**src/rackbus_pkg.sv**
```systemverilog
package rackbus_pkg;

    // command word width, repeated every frame of 8 sysclk cycles
    localparam int CMD_BITS = 32;

    // single bit positions
    localparam int IGNORE_BIT     = 31;
    localparam int PPS_BIT        = 30;
    localparam int TRIG_VALID_BIT = 17;

    // field base positions
    localparam int RUNCMD_LSB    = 28;
    localparam int MODE1TYPE_LSB = 26;
    localparam int MODE1DATA_LSB = 18;
    localparam int TRIG_LSB      = 0;

    // field widths
    // bits 16:15 sit between trigger and trigger valid and stay zero
    localparam int RUNCMD_BITS    = 2;
    localparam int MODE1TYPE_BITS = 2;
    localparam int MODE1DATA_BITS = 8;
    localparam int TRIG_BITS      = 15;

    // word and field types
    typedef logic [CMD_BITS-1:0]       cmd_word_t;
    typedef logic [RUNCMD_BITS-1:0]    runcmd_t;
    typedef logic [MODE1TYPE_BITS-1:0] mode1type_t;
    typedef logic [MODE1DATA_BITS-1:0] mode1data_t;
    typedef logic [TRIG_BITS-1:0]      trig_t;

    // run command codes
    localparam runcmd_t RUNCMD_NOOP = 2'd0;

    // mode1 type codes
    // special carries noop or the fw marks, fwu carries a firmware byte
    localparam mode1type_t MODE1_SPECIAL = 2'd0;
    localparam mode1type_t MODE1_FWU     = 2'd1;

    // mode1 data codes, meaningful with the special type
    localparam mode1data_t MODE1_NOOP      = 8'h00;
    localparam mode1data_t MODE1_MARK0_FWU = 8'h01;
    localparam mode1data_t MODE1_MARK1_FWU = 8'h02;

    // frame phase counter
    localparam int PHASE_BITS = 3;

    // phase value right after a sync edge
    localparam logic [PHASE_BITS-1:0] PHASE_AFTER_SYNC = 3'd1;

    // strobes are registered, so each fires one cycle after its phase
    // precapture latches candidates, capture samples the free flags
    localparam logic [PHASE_BITS-1:0] PRECAPTURE_PHASE = 3'd5;
    localparam logic [PHASE_BITS-1:0] CAPTURE_PHASE    = 3'd6;

endpackage

```
**src/cmd_phase_gen.sv**
```systemverilog
`timescale 1ns/1ps

module cmd_phase_gen (
    input  logic sysclk_i,
    input  logic rst_i,
    input  logic sync_i,
    output logic precapture_o,
    output logic capture_o
);

    // position inside the 8 cycle command frame
    logic [rackbus_pkg::PHASE_BITS-1:0] phase;

    always_ff @(posedge sysclk_i) begin
        if (rst_i) begin
            phase        <= '0;
            precapture_o <= 1'b0;
            capture_o    <= 1'b0;
        end else begin
            // sync re-aligns the frame, otherwise wrap modulo 8
            if (sync_i) begin
                phase <= rackbus_pkg::PHASE_AFTER_SYNC;
            end else begin
                phase <= phase + 1'b1;
            end
            // strobes lag their phase value by one cycle
            precapture_o <= (phase == rackbus_pkg::PRECAPTURE_PHASE);
            capture_o    <= (phase == rackbus_pkg::CAPTURE_PHASE);
        end
    end

endmodule

```
**src/mode1_holder.sv**
```systemverilog
`timescale 1ns/1ps

module mode1_holder (
    input  logic                    sysclk_i,
    input  logic                    rst_i,
    input  logic                    precapture_i,
    input  logic                    capture_i,
    input  logic                    mode1_free_i,
    input  rackbus_pkg::mode1data_t mode1_tdata_i,
    input  rackbus_pkg::mode1type_t mode1_tuser_i,
    input  logic                    mode1_tvalid_i,
    input  rackbus_pkg::mode1data_t fw_tdata_i,
    input  logic                    fw_tvalid_i,
    input  logic [1:0]              fw_mark_i,
    output logic                    mode1_tready_o,
    output logic                    fw_tready_o,
    output logic                    fw_marked_o,
    output rackbus_pkg::mode1data_t mode1data_o,
    output rackbus_pkg::mode1type_t mode1type_o,
    output logic                    holding_o
);

    // which source the holding register was loaded from
    logic holding_mode1;
    logic holding_mark;
    logic holding_fwu;

    // candidate for the next frame
    rackbus_pkg::mode1data_t next_data;
    rackbus_pkg::mode1type_t next_type;

    // priority: mode1 stream, mark0, mark1, fw byte, noop
    always_comb begin
        if (mode1_tvalid_i) begin
            next_data = mode1_tdata_i;
            next_type = mode1_tuser_i;
        end else if (fw_mark_i[0]) begin
            next_data = rackbus_pkg::MODE1_MARK0_FWU;
            next_type = rackbus_pkg::MODE1_SPECIAL;
        end else if (fw_mark_i[1]) begin
            next_data = rackbus_pkg::MODE1_MARK1_FWU;
            next_type = rackbus_pkg::MODE1_SPECIAL;
        end else if (fw_tvalid_i) begin
            next_data = fw_tdata_i;
            next_type = rackbus_pkg::MODE1_FWU;
        end else begin
            next_data = rackbus_pkg::MODE1_NOOP;
            next_type = rackbus_pkg::MODE1_SPECIAL;
        end
    end

    // payload is reloaded every frame, even when it goes unused
    always_ff @(posedge sysclk_i) begin
        if (precapture_i) begin
            mode1data_o <= next_data;
            mode1type_o <= next_type;
        end
    end

    always_ff @(posedge sysclk_i) begin
        if (rst_i) begin
            holding_mode1  <= 1'b0;
            holding_mark   <= 1'b0;
            holding_fwu    <= 1'b0;
            mode1_tready_o <= 1'b0;
            fw_tready_o    <= 1'b0;
            fw_marked_o    <= 1'b0;
        end else begin
            if (precapture_i) begin
                holding_mode1 <= mode1_tvalid_i;
                // one flag covers both marks so only one ack goes out
                holding_mark  <= (|fw_mark_i) && !mode1_tvalid_i;
                holding_fwu   <= fw_tvalid_i && (fw_mark_i == 2'b00) && !mode1_tvalid_i;
            end
            // ack only the held source, and only if the field was empty
            // a lost item is simply recaptured next frame
            mode1_tready_o <= capture_i && holding_mode1 && mode1_free_i;
            fw_marked_o    <= capture_i && holding_mark && mode1_free_i;
            fw_tready_o    <= capture_i && holding_fwu && mode1_free_i;
        end
    end

    // noop/special filler does not count as local data
    assign holding_o = holding_mode1 || holding_mark || holding_fwu;

endmodule

```
**src/slot_holder.sv**
```systemverilog
`timescale 1ns/1ps

module slot_holder #(
    parameter type      payload_t  = logic [7:0],
    parameter payload_t idle_value = '0
) (
    input  logic     sysclk_i,
    input  logic     rst_i,
    input  logic     precapture_i,
    input  logic     capture_i,
    input  logic     free_i,
    input  payload_t tdata_i,
    input  logic     tvalid_i,
    output logic     tready_o,
    output payload_t held_o,
    output logic     holding_o
);

    // idle value keeps the field harmless when nothing is pending
    always_ff @(posedge sysclk_i) begin
        if (precapture_i) begin
            held_o <= tvalid_i ? tdata_i : idle_value;
        end
    end

    always_ff @(posedge sysclk_i) begin
        if (rst_i) begin
            holding_o <= 1'b0;
            tready_o  <= 1'b0;
        end else begin
            if (precapture_i) begin
                holding_o <= tvalid_i;
            end
            // single cycle ready once the item really went out
            tready_o <= capture_i && holding_o && free_i;
        end
    end

endmodule

```
**src/cmd_splice.sv**
```systemverilog
`timescale 1ns/1ps

module cmd_splice (
    input  logic                    sysclk_i,
    input  logic                    rst_i,
    input  logic                    capture_i,
    input  rackbus_pkg::cmd_word_t  command_i,
    input  logic                    command_locked_i,
    input  rackbus_pkg::mode1data_t mode1data_i,
    input  rackbus_pkg::mode1type_t mode1type_i,
    input  logic                    mode1_holding_i,
    input  rackbus_pkg::runcmd_t    runcmd_i,
    input  logic                    runcmd_holding_i,
    input  rackbus_pkg::trig_t      trig_i,
    input  logic                    trig_holding_i,
    input  logic                    tfio_pps_i,
    input  logic                    use_tfio_pps_i,
    output logic                    mode1_free_o,
    output logic                    runcmd_free_o,
    output logic                    trig_free_o,
    output rackbus_pkg::cmd_word_t  spliced_o
);

    // turf word fields
    logic                    turf_ignore;
    logic                    turf_pps;
    rackbus_pkg::runcmd_t    turf_runcmd;
    rackbus_pkg::mode1type_t turf_mode1type;
    rackbus_pkg::mode1data_t turf_mode1data;
    logic                    turf_trig_valid;
    rackbus_pkg::trig_t      turf_trig;

    // local pps seen since the last capture
    logic pps_seen;
    logic tfio_pps;
    logic turf_unusable;
    logic local_data;

    assign turf_ignore     = command_i[rackbus_pkg::IGNORE_BIT];
    assign turf_pps        = command_i[rackbus_pkg::PPS_BIT];
    assign turf_runcmd     = command_i[rackbus_pkg::RUNCMD_LSB +: rackbus_pkg::RUNCMD_BITS];
    assign turf_mode1type  = command_i[rackbus_pkg::MODE1TYPE_LSB +: rackbus_pkg::MODE1TYPE_BITS];
    assign turf_mode1data  = command_i[rackbus_pkg::MODE1DATA_LSB +: rackbus_pkg::MODE1DATA_BITS];
    assign turf_trig_valid = command_i[rackbus_pkg::TRIG_VALID_BIT];
    assign turf_trig       = command_i[rackbus_pkg::TRIG_LSB +: rackbus_pkg::TRIG_BITS];

    // unlocked link or ignore means nothing above the trigger is valid
    assign turf_unusable = turf_ignore || !command_locked_i;

    // mode1 is empty when the turf sends special/noop
    assign mode1_free_o  = turf_unusable ||
                           ((turf_mode1type == rackbus_pkg::MODE1_SPECIAL) &&
                            (turf_mode1data == rackbus_pkg::MODE1_NOOP));
    assign runcmd_free_o = turf_unusable || (turf_runcmd == rackbus_pkg::RUNCMD_NOOP);
    // trigger half has its own valid bit, ignore does not cover it
    assign trig_free_o   = !command_locked_i || !turf_trig_valid;

    always_ff @(posedge sysclk_i) begin
        if (rst_i) begin
            pps_seen <= 1'b0;
        end else if (capture_i) begin
            pps_seen <= 1'b0;
        end else if (tfio_pps_i) begin
            pps_seen <= 1'b1;
        end
    end

    assign tfio_pps = tfio_pps_i || pps_seen;

    // pending local pps also counts as something to send
    assign local_data = mode1_holding_i || runcmd_holding_i || trig_holding_i ||
                        (use_tfio_pps_i && tfio_pps);

    always_comb begin
        // reserved bits stay zero
        spliced_o = '0;
        spliced_o[rackbus_pkg::IGNORE_BIT] = turf_unusable && !local_data;
        if (use_tfio_pps_i) begin
            spliced_o[rackbus_pkg::PPS_BIT] = tfio_pps;
        end else begin
            spliced_o[rackbus_pkg::PPS_BIT] = turf_pps && !turf_unusable;
        end
        spliced_o[rackbus_pkg::RUNCMD_LSB +: rackbus_pkg::RUNCMD_BITS] =
            runcmd_free_o ? runcmd_i : turf_runcmd;
        spliced_o[rackbus_pkg::MODE1TYPE_LSB +: rackbus_pkg::MODE1TYPE_BITS] =
            mode1_free_o ? mode1type_i : turf_mode1type;
        spliced_o[rackbus_pkg::MODE1DATA_LSB +: rackbus_pkg::MODE1DATA_BITS] =
            mode1_free_o ? mode1data_i : turf_mode1data;
        spliced_o[rackbus_pkg::TRIG_VALID_BIT] = trig_free_o ? trig_holding_i : turf_trig_valid;
        spliced_o[rackbus_pkg::TRIG_LSB +: rackbus_pkg::TRIG_BITS] =
            trig_free_o ? trig_i : turf_trig;
    end

endmodule

```
**src/turfio_cmd_top.sv**
```systemverilog
`timescale 1ns/1ps

module turfio_cmd_top (
    input  logic                    sysclk_i,
    input  logic                    rst_i,
    input  logic                    sync_i,
    input  rackbus_pkg::cmd_word_t  command_i,
    input  logic                    command_locked_i,
    // addressed mode1 stream, tdest is not decoded here
    input  rackbus_pkg::mode1data_t mode1_tdata_i,
    input  rackbus_pkg::mode1type_t mode1_tuser_i,
    input  logic [2:0]              mode1_tdest_i,
    input  logic                    mode1_tvalid_i,
    output logic                    mode1_tready_o,
    // firmware upload bytes and marks
    input  rackbus_pkg::mode1data_t tfio_fw_tdata_i,
    input  logic                    tfio_fw_tvalid_i,
    output logic                    tfio_fw_tready_o,
    input  logic [1:0]              tfio_fw_mark_i,
    output logic                    tfio_fw_marked_o,
    input  rackbus_pkg::runcmd_t    tfio_runcmd_tdata_i,
    input  logic                    tfio_runcmd_tvalid_i,
    output logic                    tfio_runcmd_tready_o,
    input  rackbus_pkg::trig_t      tfio_trig_tdata_i,
    input  logic                    tfio_trig_tvalid_i,
    output logic                    tfio_trig_tready_o,
    input  logic                    tfio_pps_i,
    input  logic                    use_tfio_pps_i,
    output rackbus_pkg::cmd_word_t  spliced_o
);

    logic precapture;
    logic capture;

    rackbus_pkg::mode1data_t mode1data;
    rackbus_pkg::mode1type_t mode1type;
    logic                    mode1_holding;
    logic                    mode1_free;
    rackbus_pkg::runcmd_t    runcmd;
    logic                    runcmd_holding;
    logic                    runcmd_free;
    rackbus_pkg::trig_t      trig;
    logic                    trig_holding;
    logic                    trig_free;

    cmd_phase_gen i_phase (
        .sysclk_i     (sysclk_i),
        .rst_i        (rst_i),
        .sync_i       (sync_i),
        .precapture_o (precapture),
        .capture_o    (capture)
    );

    mode1_holder i_mode1 (
        .sysclk_i       (sysclk_i),
        .rst_i          (rst_i),
        .precapture_i   (precapture),
        .capture_i      (capture),
        .mode1_free_i   (mode1_free),
        .mode1_tdata_i  (mode1_tdata_i),
        .mode1_tuser_i  (mode1_tuser_i),
        .mode1_tvalid_i (mode1_tvalid_i),
        .fw_tdata_i     (tfio_fw_tdata_i),
        .fw_tvalid_i    (tfio_fw_tvalid_i),
        .fw_mark_i      (tfio_fw_mark_i),
        .mode1_tready_o (mode1_tready_o),
        .fw_tready_o    (tfio_fw_tready_o),
        .fw_marked_o    (tfio_fw_marked_o),
        .mode1data_o    (mode1data),
        .mode1type_o    (mode1type),
        .holding_o      (mode1_holding)
    );

    // run command idles as noop
    slot_holder #(
        .payload_t  (rackbus_pkg::runcmd_t),
        .idle_value (rackbus_pkg::RUNCMD_NOOP)
    ) i_runcmd (
        .sysclk_i     (sysclk_i),
        .rst_i        (rst_i),
        .precapture_i (precapture),
        .capture_i    (capture),
        .free_i       (runcmd_free),
        .tdata_i      (tfio_runcmd_tdata_i),
        .tvalid_i     (tfio_runcmd_tvalid_i),
        .tready_o     (tfio_runcmd_tready_o),
        .held_o       (runcmd),
        .holding_o    (runcmd_holding)
    );

    // idle trigger is all zero, its valid bit comes from holding_o
    slot_holder #(
        .payload_t  (rackbus_pkg::trig_t),
        .idle_value ('0)
    ) i_trig (
        .sysclk_i     (sysclk_i),
        .rst_i        (rst_i),
        .precapture_i (precapture),
        .capture_i    (capture),
        .free_i       (trig_free),
        .tdata_i      (tfio_trig_tdata_i),
        .tvalid_i     (tfio_trig_tvalid_i),
        .tready_o     (tfio_trig_tready_o),
        .held_o       (trig),
        .holding_o    (trig_holding)
    );

    cmd_splice i_splice (
        .sysclk_i         (sysclk_i),
        .rst_i            (rst_i),
        .capture_i        (capture),
        .command_i        (command_i),
        .command_locked_i (command_locked_i),
        .mode1data_i      (mode1data),
        .mode1type_i      (mode1type),
        .mode1_holding_i  (mode1_holding),
        .runcmd_i         (runcmd),
        .runcmd_holding_i (runcmd_holding),
        .trig_i           (trig),
        .trig_holding_i   (trig_holding),
        .tfio_pps_i       (tfio_pps_i),
        .use_tfio_pps_i   (use_tfio_pps_i),
        .mode1_free_o     (mode1_free),
        .runcmd_free_o    (runcmd_free),
        .trig_free_o      (trig_free),
        .spliced_o        (spliced_o)
    );

endmodule

```
**config.mk**
```make
export PLATFORM = sky130hd
export DESIGN_NAME = turfio_cmd_top
export DESIGN_NICKNAME = d
export VERILOG_FILES = /design/src/rackbus_pkg.sv /design/src/cmd_phase_gen.sv /design/src/mode1_holder.sv /design/src/slot_holder.sv /design/src/cmd_splice.sv /design/src/turfio_cmd_top.sv
export SDC_FILE = /design/constraint.sdc
export NUM_CORES = 1
export LEC_CHECK = 0
export ABC_AREA = 0
export BUFFER_PORTS_ARGS = -buffer_cell sky130_fd_sc_hd__buf_2
export CAP_MARGIN = 20
export CORE_ASPECT_RATIO = 0.7
export CORE_MARGIN = 10
export CORE_UTILIZATION = 47
export DETAILED_ROUTE_END_ITERATION = 12
export GPL_ROUTABILITY_DRIVEN = 0
export GPL_TIMING_DRIVEN = 1
export HOLD_SLACK_MARGIN = 0.06
export PLACE_DENSITY_LB_ADDON = 0.1
export SLEW_MARGIN = 30
export SYNTH_ARGS = -nofsm -noshare
export SYNTH_HDL_FRONTEND = slang
export SYNTH_HIERARCHICAL = 1
export SYNTH_SLANG_ARGS = --single-unit
```
**constraint.sdc**
```tcl
create_clock -name sysclk_i -period 6.65 [get_ports sysclk_i]
set_input_delay 1.33 -clock sysclk_i [delete_from_list [all_inputs] [get_ports sysclk_i]]
set_output_delay 1.33 -clock sysclk_i [all_outputs]
set_load 0.05 [all_outputs]
```
== Word-level counts from Yosys, hierarchy flattened ==
Cells that the tools add are included.
Cells by class
  $add $sub $neg: 1
  equal/unequal tests: 2
  muxes and demuxes: 15
  reductions and logical operators: 39
Operator list (count)
  8-bit 2-to-1 mux: 5
  1-bit logical AND: 17
  15-bit 2-to-1 mux: 1
  1-bit logical OR: 10
  2-bit 2-to-1 mux: 5
  8-bit logical NOT: 1
  3-bit == test, second input constant: 2
  2-bit logical NOT: 3
  2-bit OR reduction: 3
  1-bit logical NOT: 5
  1-bit 2-to-1 mux: 4
  3-bit by 1-bit adder with 3-bit output, second input constant: 1
Storage, ports and cells
  flip-flop bits (word level): 43
  input port bits: 82
  output and inout bits: 37
  logic and storage cells: 76

== Depth between registers and ports, before layout ==
  depth after elaboration: 7
  depth in mapped cells: 6
  mapped depth without buffers: 5

== Hierarchy ==
The synthesis kept the hierarchy.
Modules (own cells, without submodules)
  mode1_holder: times used 1, cells an instance 47, area an instance 633.1 µm²
  slot_holder at i_trig: times used 1, cells an instance 36, area an instance 633.1 µm²
  cmd_splice: times used 1, cells an instance 50, area an instance 450.4 µm²
  cmd_phase_gen: times used 1, cells an instance 17, area an instance 197.7 µm²
  slot_holder at i_runcmd: times used 1, cells an instance 9, area an instance 136.4 µm²

== Worst setup path before layout ==
Ideal clock, no wire load.
  path kind: in2out
  start point: input port command_i[22]
  end point: output port spliced_o[18]
  data arrival time: 2840 ps
  data required time: 5320 ps
  setup slack: 2480 ps
  stages: 4
  path buffers: 1
  cell sequence: or4_1 -> o41ai_2 -> buf_6 -> a22o_1
On the way
  cells in the longest elaborated chain, start to end: 4
RTL lines
  start, declared: RTL line turfio_cmd_top.sv:7  | input rackbus_pkg::cmd_word_t command_i,
  8-bit logical NOT: RTL line cmd_splice.sv:53  | (turf_mode1data == rackbus_pkg::MODE1_NOOP));
  1-bit logical AND: RTL line cmd_splice.sv:52  | ((turf_mode1type == rackbus_pkg::MODE1_SPECIAL) &&
  1-bit logical OR: RTL line cmd_splice.sv:51  | assign mode1_free_o = turf_unusable ||
  via mode1_free: RTL line turfio_cmd_top.sv:38  | logic mode1_free;
  8-bit 2-to-1 mux: RTL line cmd_splice.sv:88  | mode1_free_o ? mode1data_i : turf_mode1data;
  end, declared: RTL line turfio_cmd_top.sv:29  | output rackbus_pkg::cmd_word_t spliced_o
The timed path passes the listed nets, and every way through them passes these cells.

== Worst setup path in the final report ==
  start point: input port command_i[22]
  end point: output port spliced_o[26]
On the way
  cells in the longest elaborated chain, start to end: 4
RTL lines
  8-bit logical NOT: RTL line cmd_splice.sv:53
  1-bit logical AND: RTL line cmd_splice.sv:52
  1-bit logical OR: RTL line cmd_splice.sv:51
  via mode1_free: RTL line turfio_cmd_top.sv:38
  2-bit 2-to-1 mux: RTL line cmd_splice.sv:86  | mode1_free_o ? mode1type_i : turf_mode1type;
The timed path passes the listed nets, and every way through them passes these cells.

==> flow_metrics.env <==
export IMPL_status="completed"
export IMPL_core_area_um2=4065
export IMPL_initial_utilization_pct=50.45
export IMPL_ys_ff_latch=43
export IMPL_area_growth_pct=32.95
export IMPL_antenna_found_initial=0
export IMPL_finalSetupTns_ns=0
export IMPL_pin_count=119
export IMPL_cts_sinks=43
export IMPL_yosys_cell_types_count=36
export IMPL_final_util_pct=67.07
export IMPL_dr_pass1_iters=3
export IMPL_power_density_nw_per_um2=197.5
export IMPL_fin_crit_sh_pct=69.76
export IMPL_rows=19
export IMPL_cpPeakStageDelay_ns=0.68
export IMPL_grt_use_total_pct=12.85
export IMPL_irDropWorstVdd_mv=0.1655
export IMPL_p_leak_uw=0.001262
export IMPL_finalWirelength_um=5101
export IMPL_rsz0062_at_grt="no"
export IMPL_tightestPinTransition_ns=0.7294
export IMPL_ys_flop_type="edfxtp_1"
export IMPL_worst_path_max_delay_cell="o41ai_2"
export IMPL_synth_area_leader_cell="edfxtp_1"
export IMPL_antenna_cells=0
export IMPL_synth_area_um2=2051
export IMPL_crit_type="in -> out"
export IMPL_crit_path_end_kind="output port"
export IMPL_synth_compound_area_share_pct=9.640
export IMPL_period_minus_slack_ns=4.639
export IMPL_cts_tree="yes"
export IMPL_dp_hpwl_um=4181
export IMPL_synth_xor_area_share_pct=0.4271
export IMPL_ctsResizeCount=0
export IMPL_async_reset_ff_share_pct=0
export IMPL_synth_edff_count=27
export IMPL_setup_viol=0
export IMPL_synthSimpleGateAreaFrac_pct=16.47
export IMPL_synth_mux_area_share_pct=12.93
export IMPL_ctsRootBufferMaster="clkbuf_8"
export IMPL_drtIter0Drc=33
export IMPL_max_cap_violations=0
export IMPL_hold_buffers=0
export IMPL_crit_chain="buf_2 -> or4_1 -> o41ai_2 -> buf_4 -> a22o_1 -> buf_2"
export IMPL_hold_viol=0
export IMPL_synthAdderAreaFrac_pct=1.830
export IMPL_yosys_top_cells_area="edfxtp_1 (40%), dfxtp_1 (16%), mux2_2 (8.8%)"
export IMPL_htree_levels=2
export IMPL_grt_pass1_wl_um=7665
export IMPL_crit_fanout=7
export IMPL_synthTopCellsByCount="edfxtp_1 (27), dfxtp_1 (16), mux2_2 (16)"
export IMPL_cp_data_arrival_time_ns=3.31
export IMPL_yosys_warnings=6
export IMPL_cp_common_cell="buf_2"
export IMPL_drive_above_1_share_pct=57.30
export IMPL_vias=1566
export IMPL_cp_data_required_time_ns=5.32
export IMPL_wl_per_cell_um=15.65
export IMPL_grt_ovfl_total=0
export IMPL_post_synth_top_count_cell="edfxtp_1"
export IMPL_clock_latency_ns=0.29
export IMPL_synth_top_family_by_area="simple AND/OR/NAND/NOR gates"
export IMPL_cts_clk_slew_worst_paths_ns=0.08
export IMPL_fin_skew_ns=0.0009833
export IMPL_cts_buffers=5
export IMPL_fp_dieH_um=75.27
export IMPL_postCtsSetupRepairBufs=0
export IMPL_holdCritPathClass="reg -> reg"
export IMPL_postSynthAreaPerCell_um2=12.90
export IMPL_drc=0
export IMPL_fmax_mhz=215.6
export IMPL_io_buffers=111
export IMPL_grt_pass1_vias=1571
export IMPL_ant_nets=0
export IMPL_nets=358
export IMPL_startpoint_type="input pin"
export IMPL_relSlewSlack_pct=50.84
export IMPL_fp_dieW_um=98.95
export IMPL_synth_cells=159
export IMPL_synth_top_area_share_pct=39.54
export IMPL_cts_max_path_buffers=2
export IMPL_slew_viol_final=0
export IMPL_synth_seq_area_share_pct=55.16
export IMPL_viasPerCell=4.804
export IMPL_die_area_um2=7447
export IMPL_grt_max_degree=20
==> metal layers <==
| layer | routed length [um] | GRT usage, % |
|---|---|---|
| met1 | 2115 | 14.43 |
| met2 | 2493 | 21.97 |
| met3 | 462 | 5.667 |
| met4 | 29 | 3.803 |
| met5 | 0 | 0 |
==> where the power goes <==
group	switching [uW]	internal [uW]	leakage [uW]	total (uW)
Combinational	58.7	38.5	0.000839	97.2
Clock	83.5	71.8	0.0000477	155
Sequential	1.19	285	0.000376	286
Total	143	395	0.00126	538
==> state kept, by name (all words and copies together), names as in the netlist, 2 cells and up <==
name / cells
i_trig/held_o: 15
i_runcmd/held_o: 2
i_phase/phase: 3
i_mode1/mode1type_o: 2
i_mode1/mode1data_o: 8
==> worst max-delay path, delay by kind of cell <==
family          cells  cell delay (ns)
simple gates        1             0.53
compound gates      2             0.81
buf+inv             3             0.64
==> layout make-up <==
cell class | count | area [um^2]
clock buffer | 5 | 68.82
clock inverter | 3 | 15.01
multi-input combinational | 105 | 857.1
fill | 350 | 1339
sequential | 43 | 1131
inverter | 5 | 18.77
timing repair buffer | 113 | 570.5
tap | 52 | 65.06
==> logic make-up (layout without fill, tap and decap cells) <==
kind of cell | Yosys count | after routing
AOI/OAI and AO/OA | 25 | 25
muxes | 23 | 23
xor gates and xnor gates | 1 | 1
adders and majority gates | 3 | 3
buffers and inverters | 12 | 126
and+or+nand+nor | 51 | 51
other | 1 | 2
DFF | 43 | 43
==> layout by cell type (no fill, tap or decap), types with 4 or more instances in the layout <==
cell,n
buf_2,111
edfxtp_1,27
dfxtp_1,16
mux2_2,16
a22o_1,14
and2_1,11
and2_2,11
nand2_1,7
nor2_1,6
clkbuf_8,5
inv_1,5
mux2i_1,4
==> path summary, 6_finish.rpt <==
path	to	slack [ns]	cells after the start	startpoint
min	i_splice/pps_seen	0.48	1	i_phase/capture_o
max reg2reg	i_runcmd/holding_o	5.12	3	i_phase/precapture_o
min reg2reg	i_splice/pps_seen	0.48	1	i_phase/capture_o
max	spliced_o[26]	2.01	6	command_i[22]
==> metrics by stage <==
stage | instance area [um^2] | std cells | setup slack (ns) | power (uW) | hold WS, ns
after CTS | 2724 | 326 | 1.987 | 545.4 | 0.4888
after detailed placement | 2640 | 318 | 1.996 | 389.9 | 0.4784
after global routing | 2726 | 326 | 1.918 | 561.4 | 0.5104
final | 2726 | 326 | 2.011 | 538.3 | 0.4822
after floorplan | 2054 | 160 | 2.480 | 353.9 | 0.4285
after global placement | 2640 | 318 | 2.029 | 388.2 | 0.4746
No activity file was read; power rests on OpenSTA's default activity.
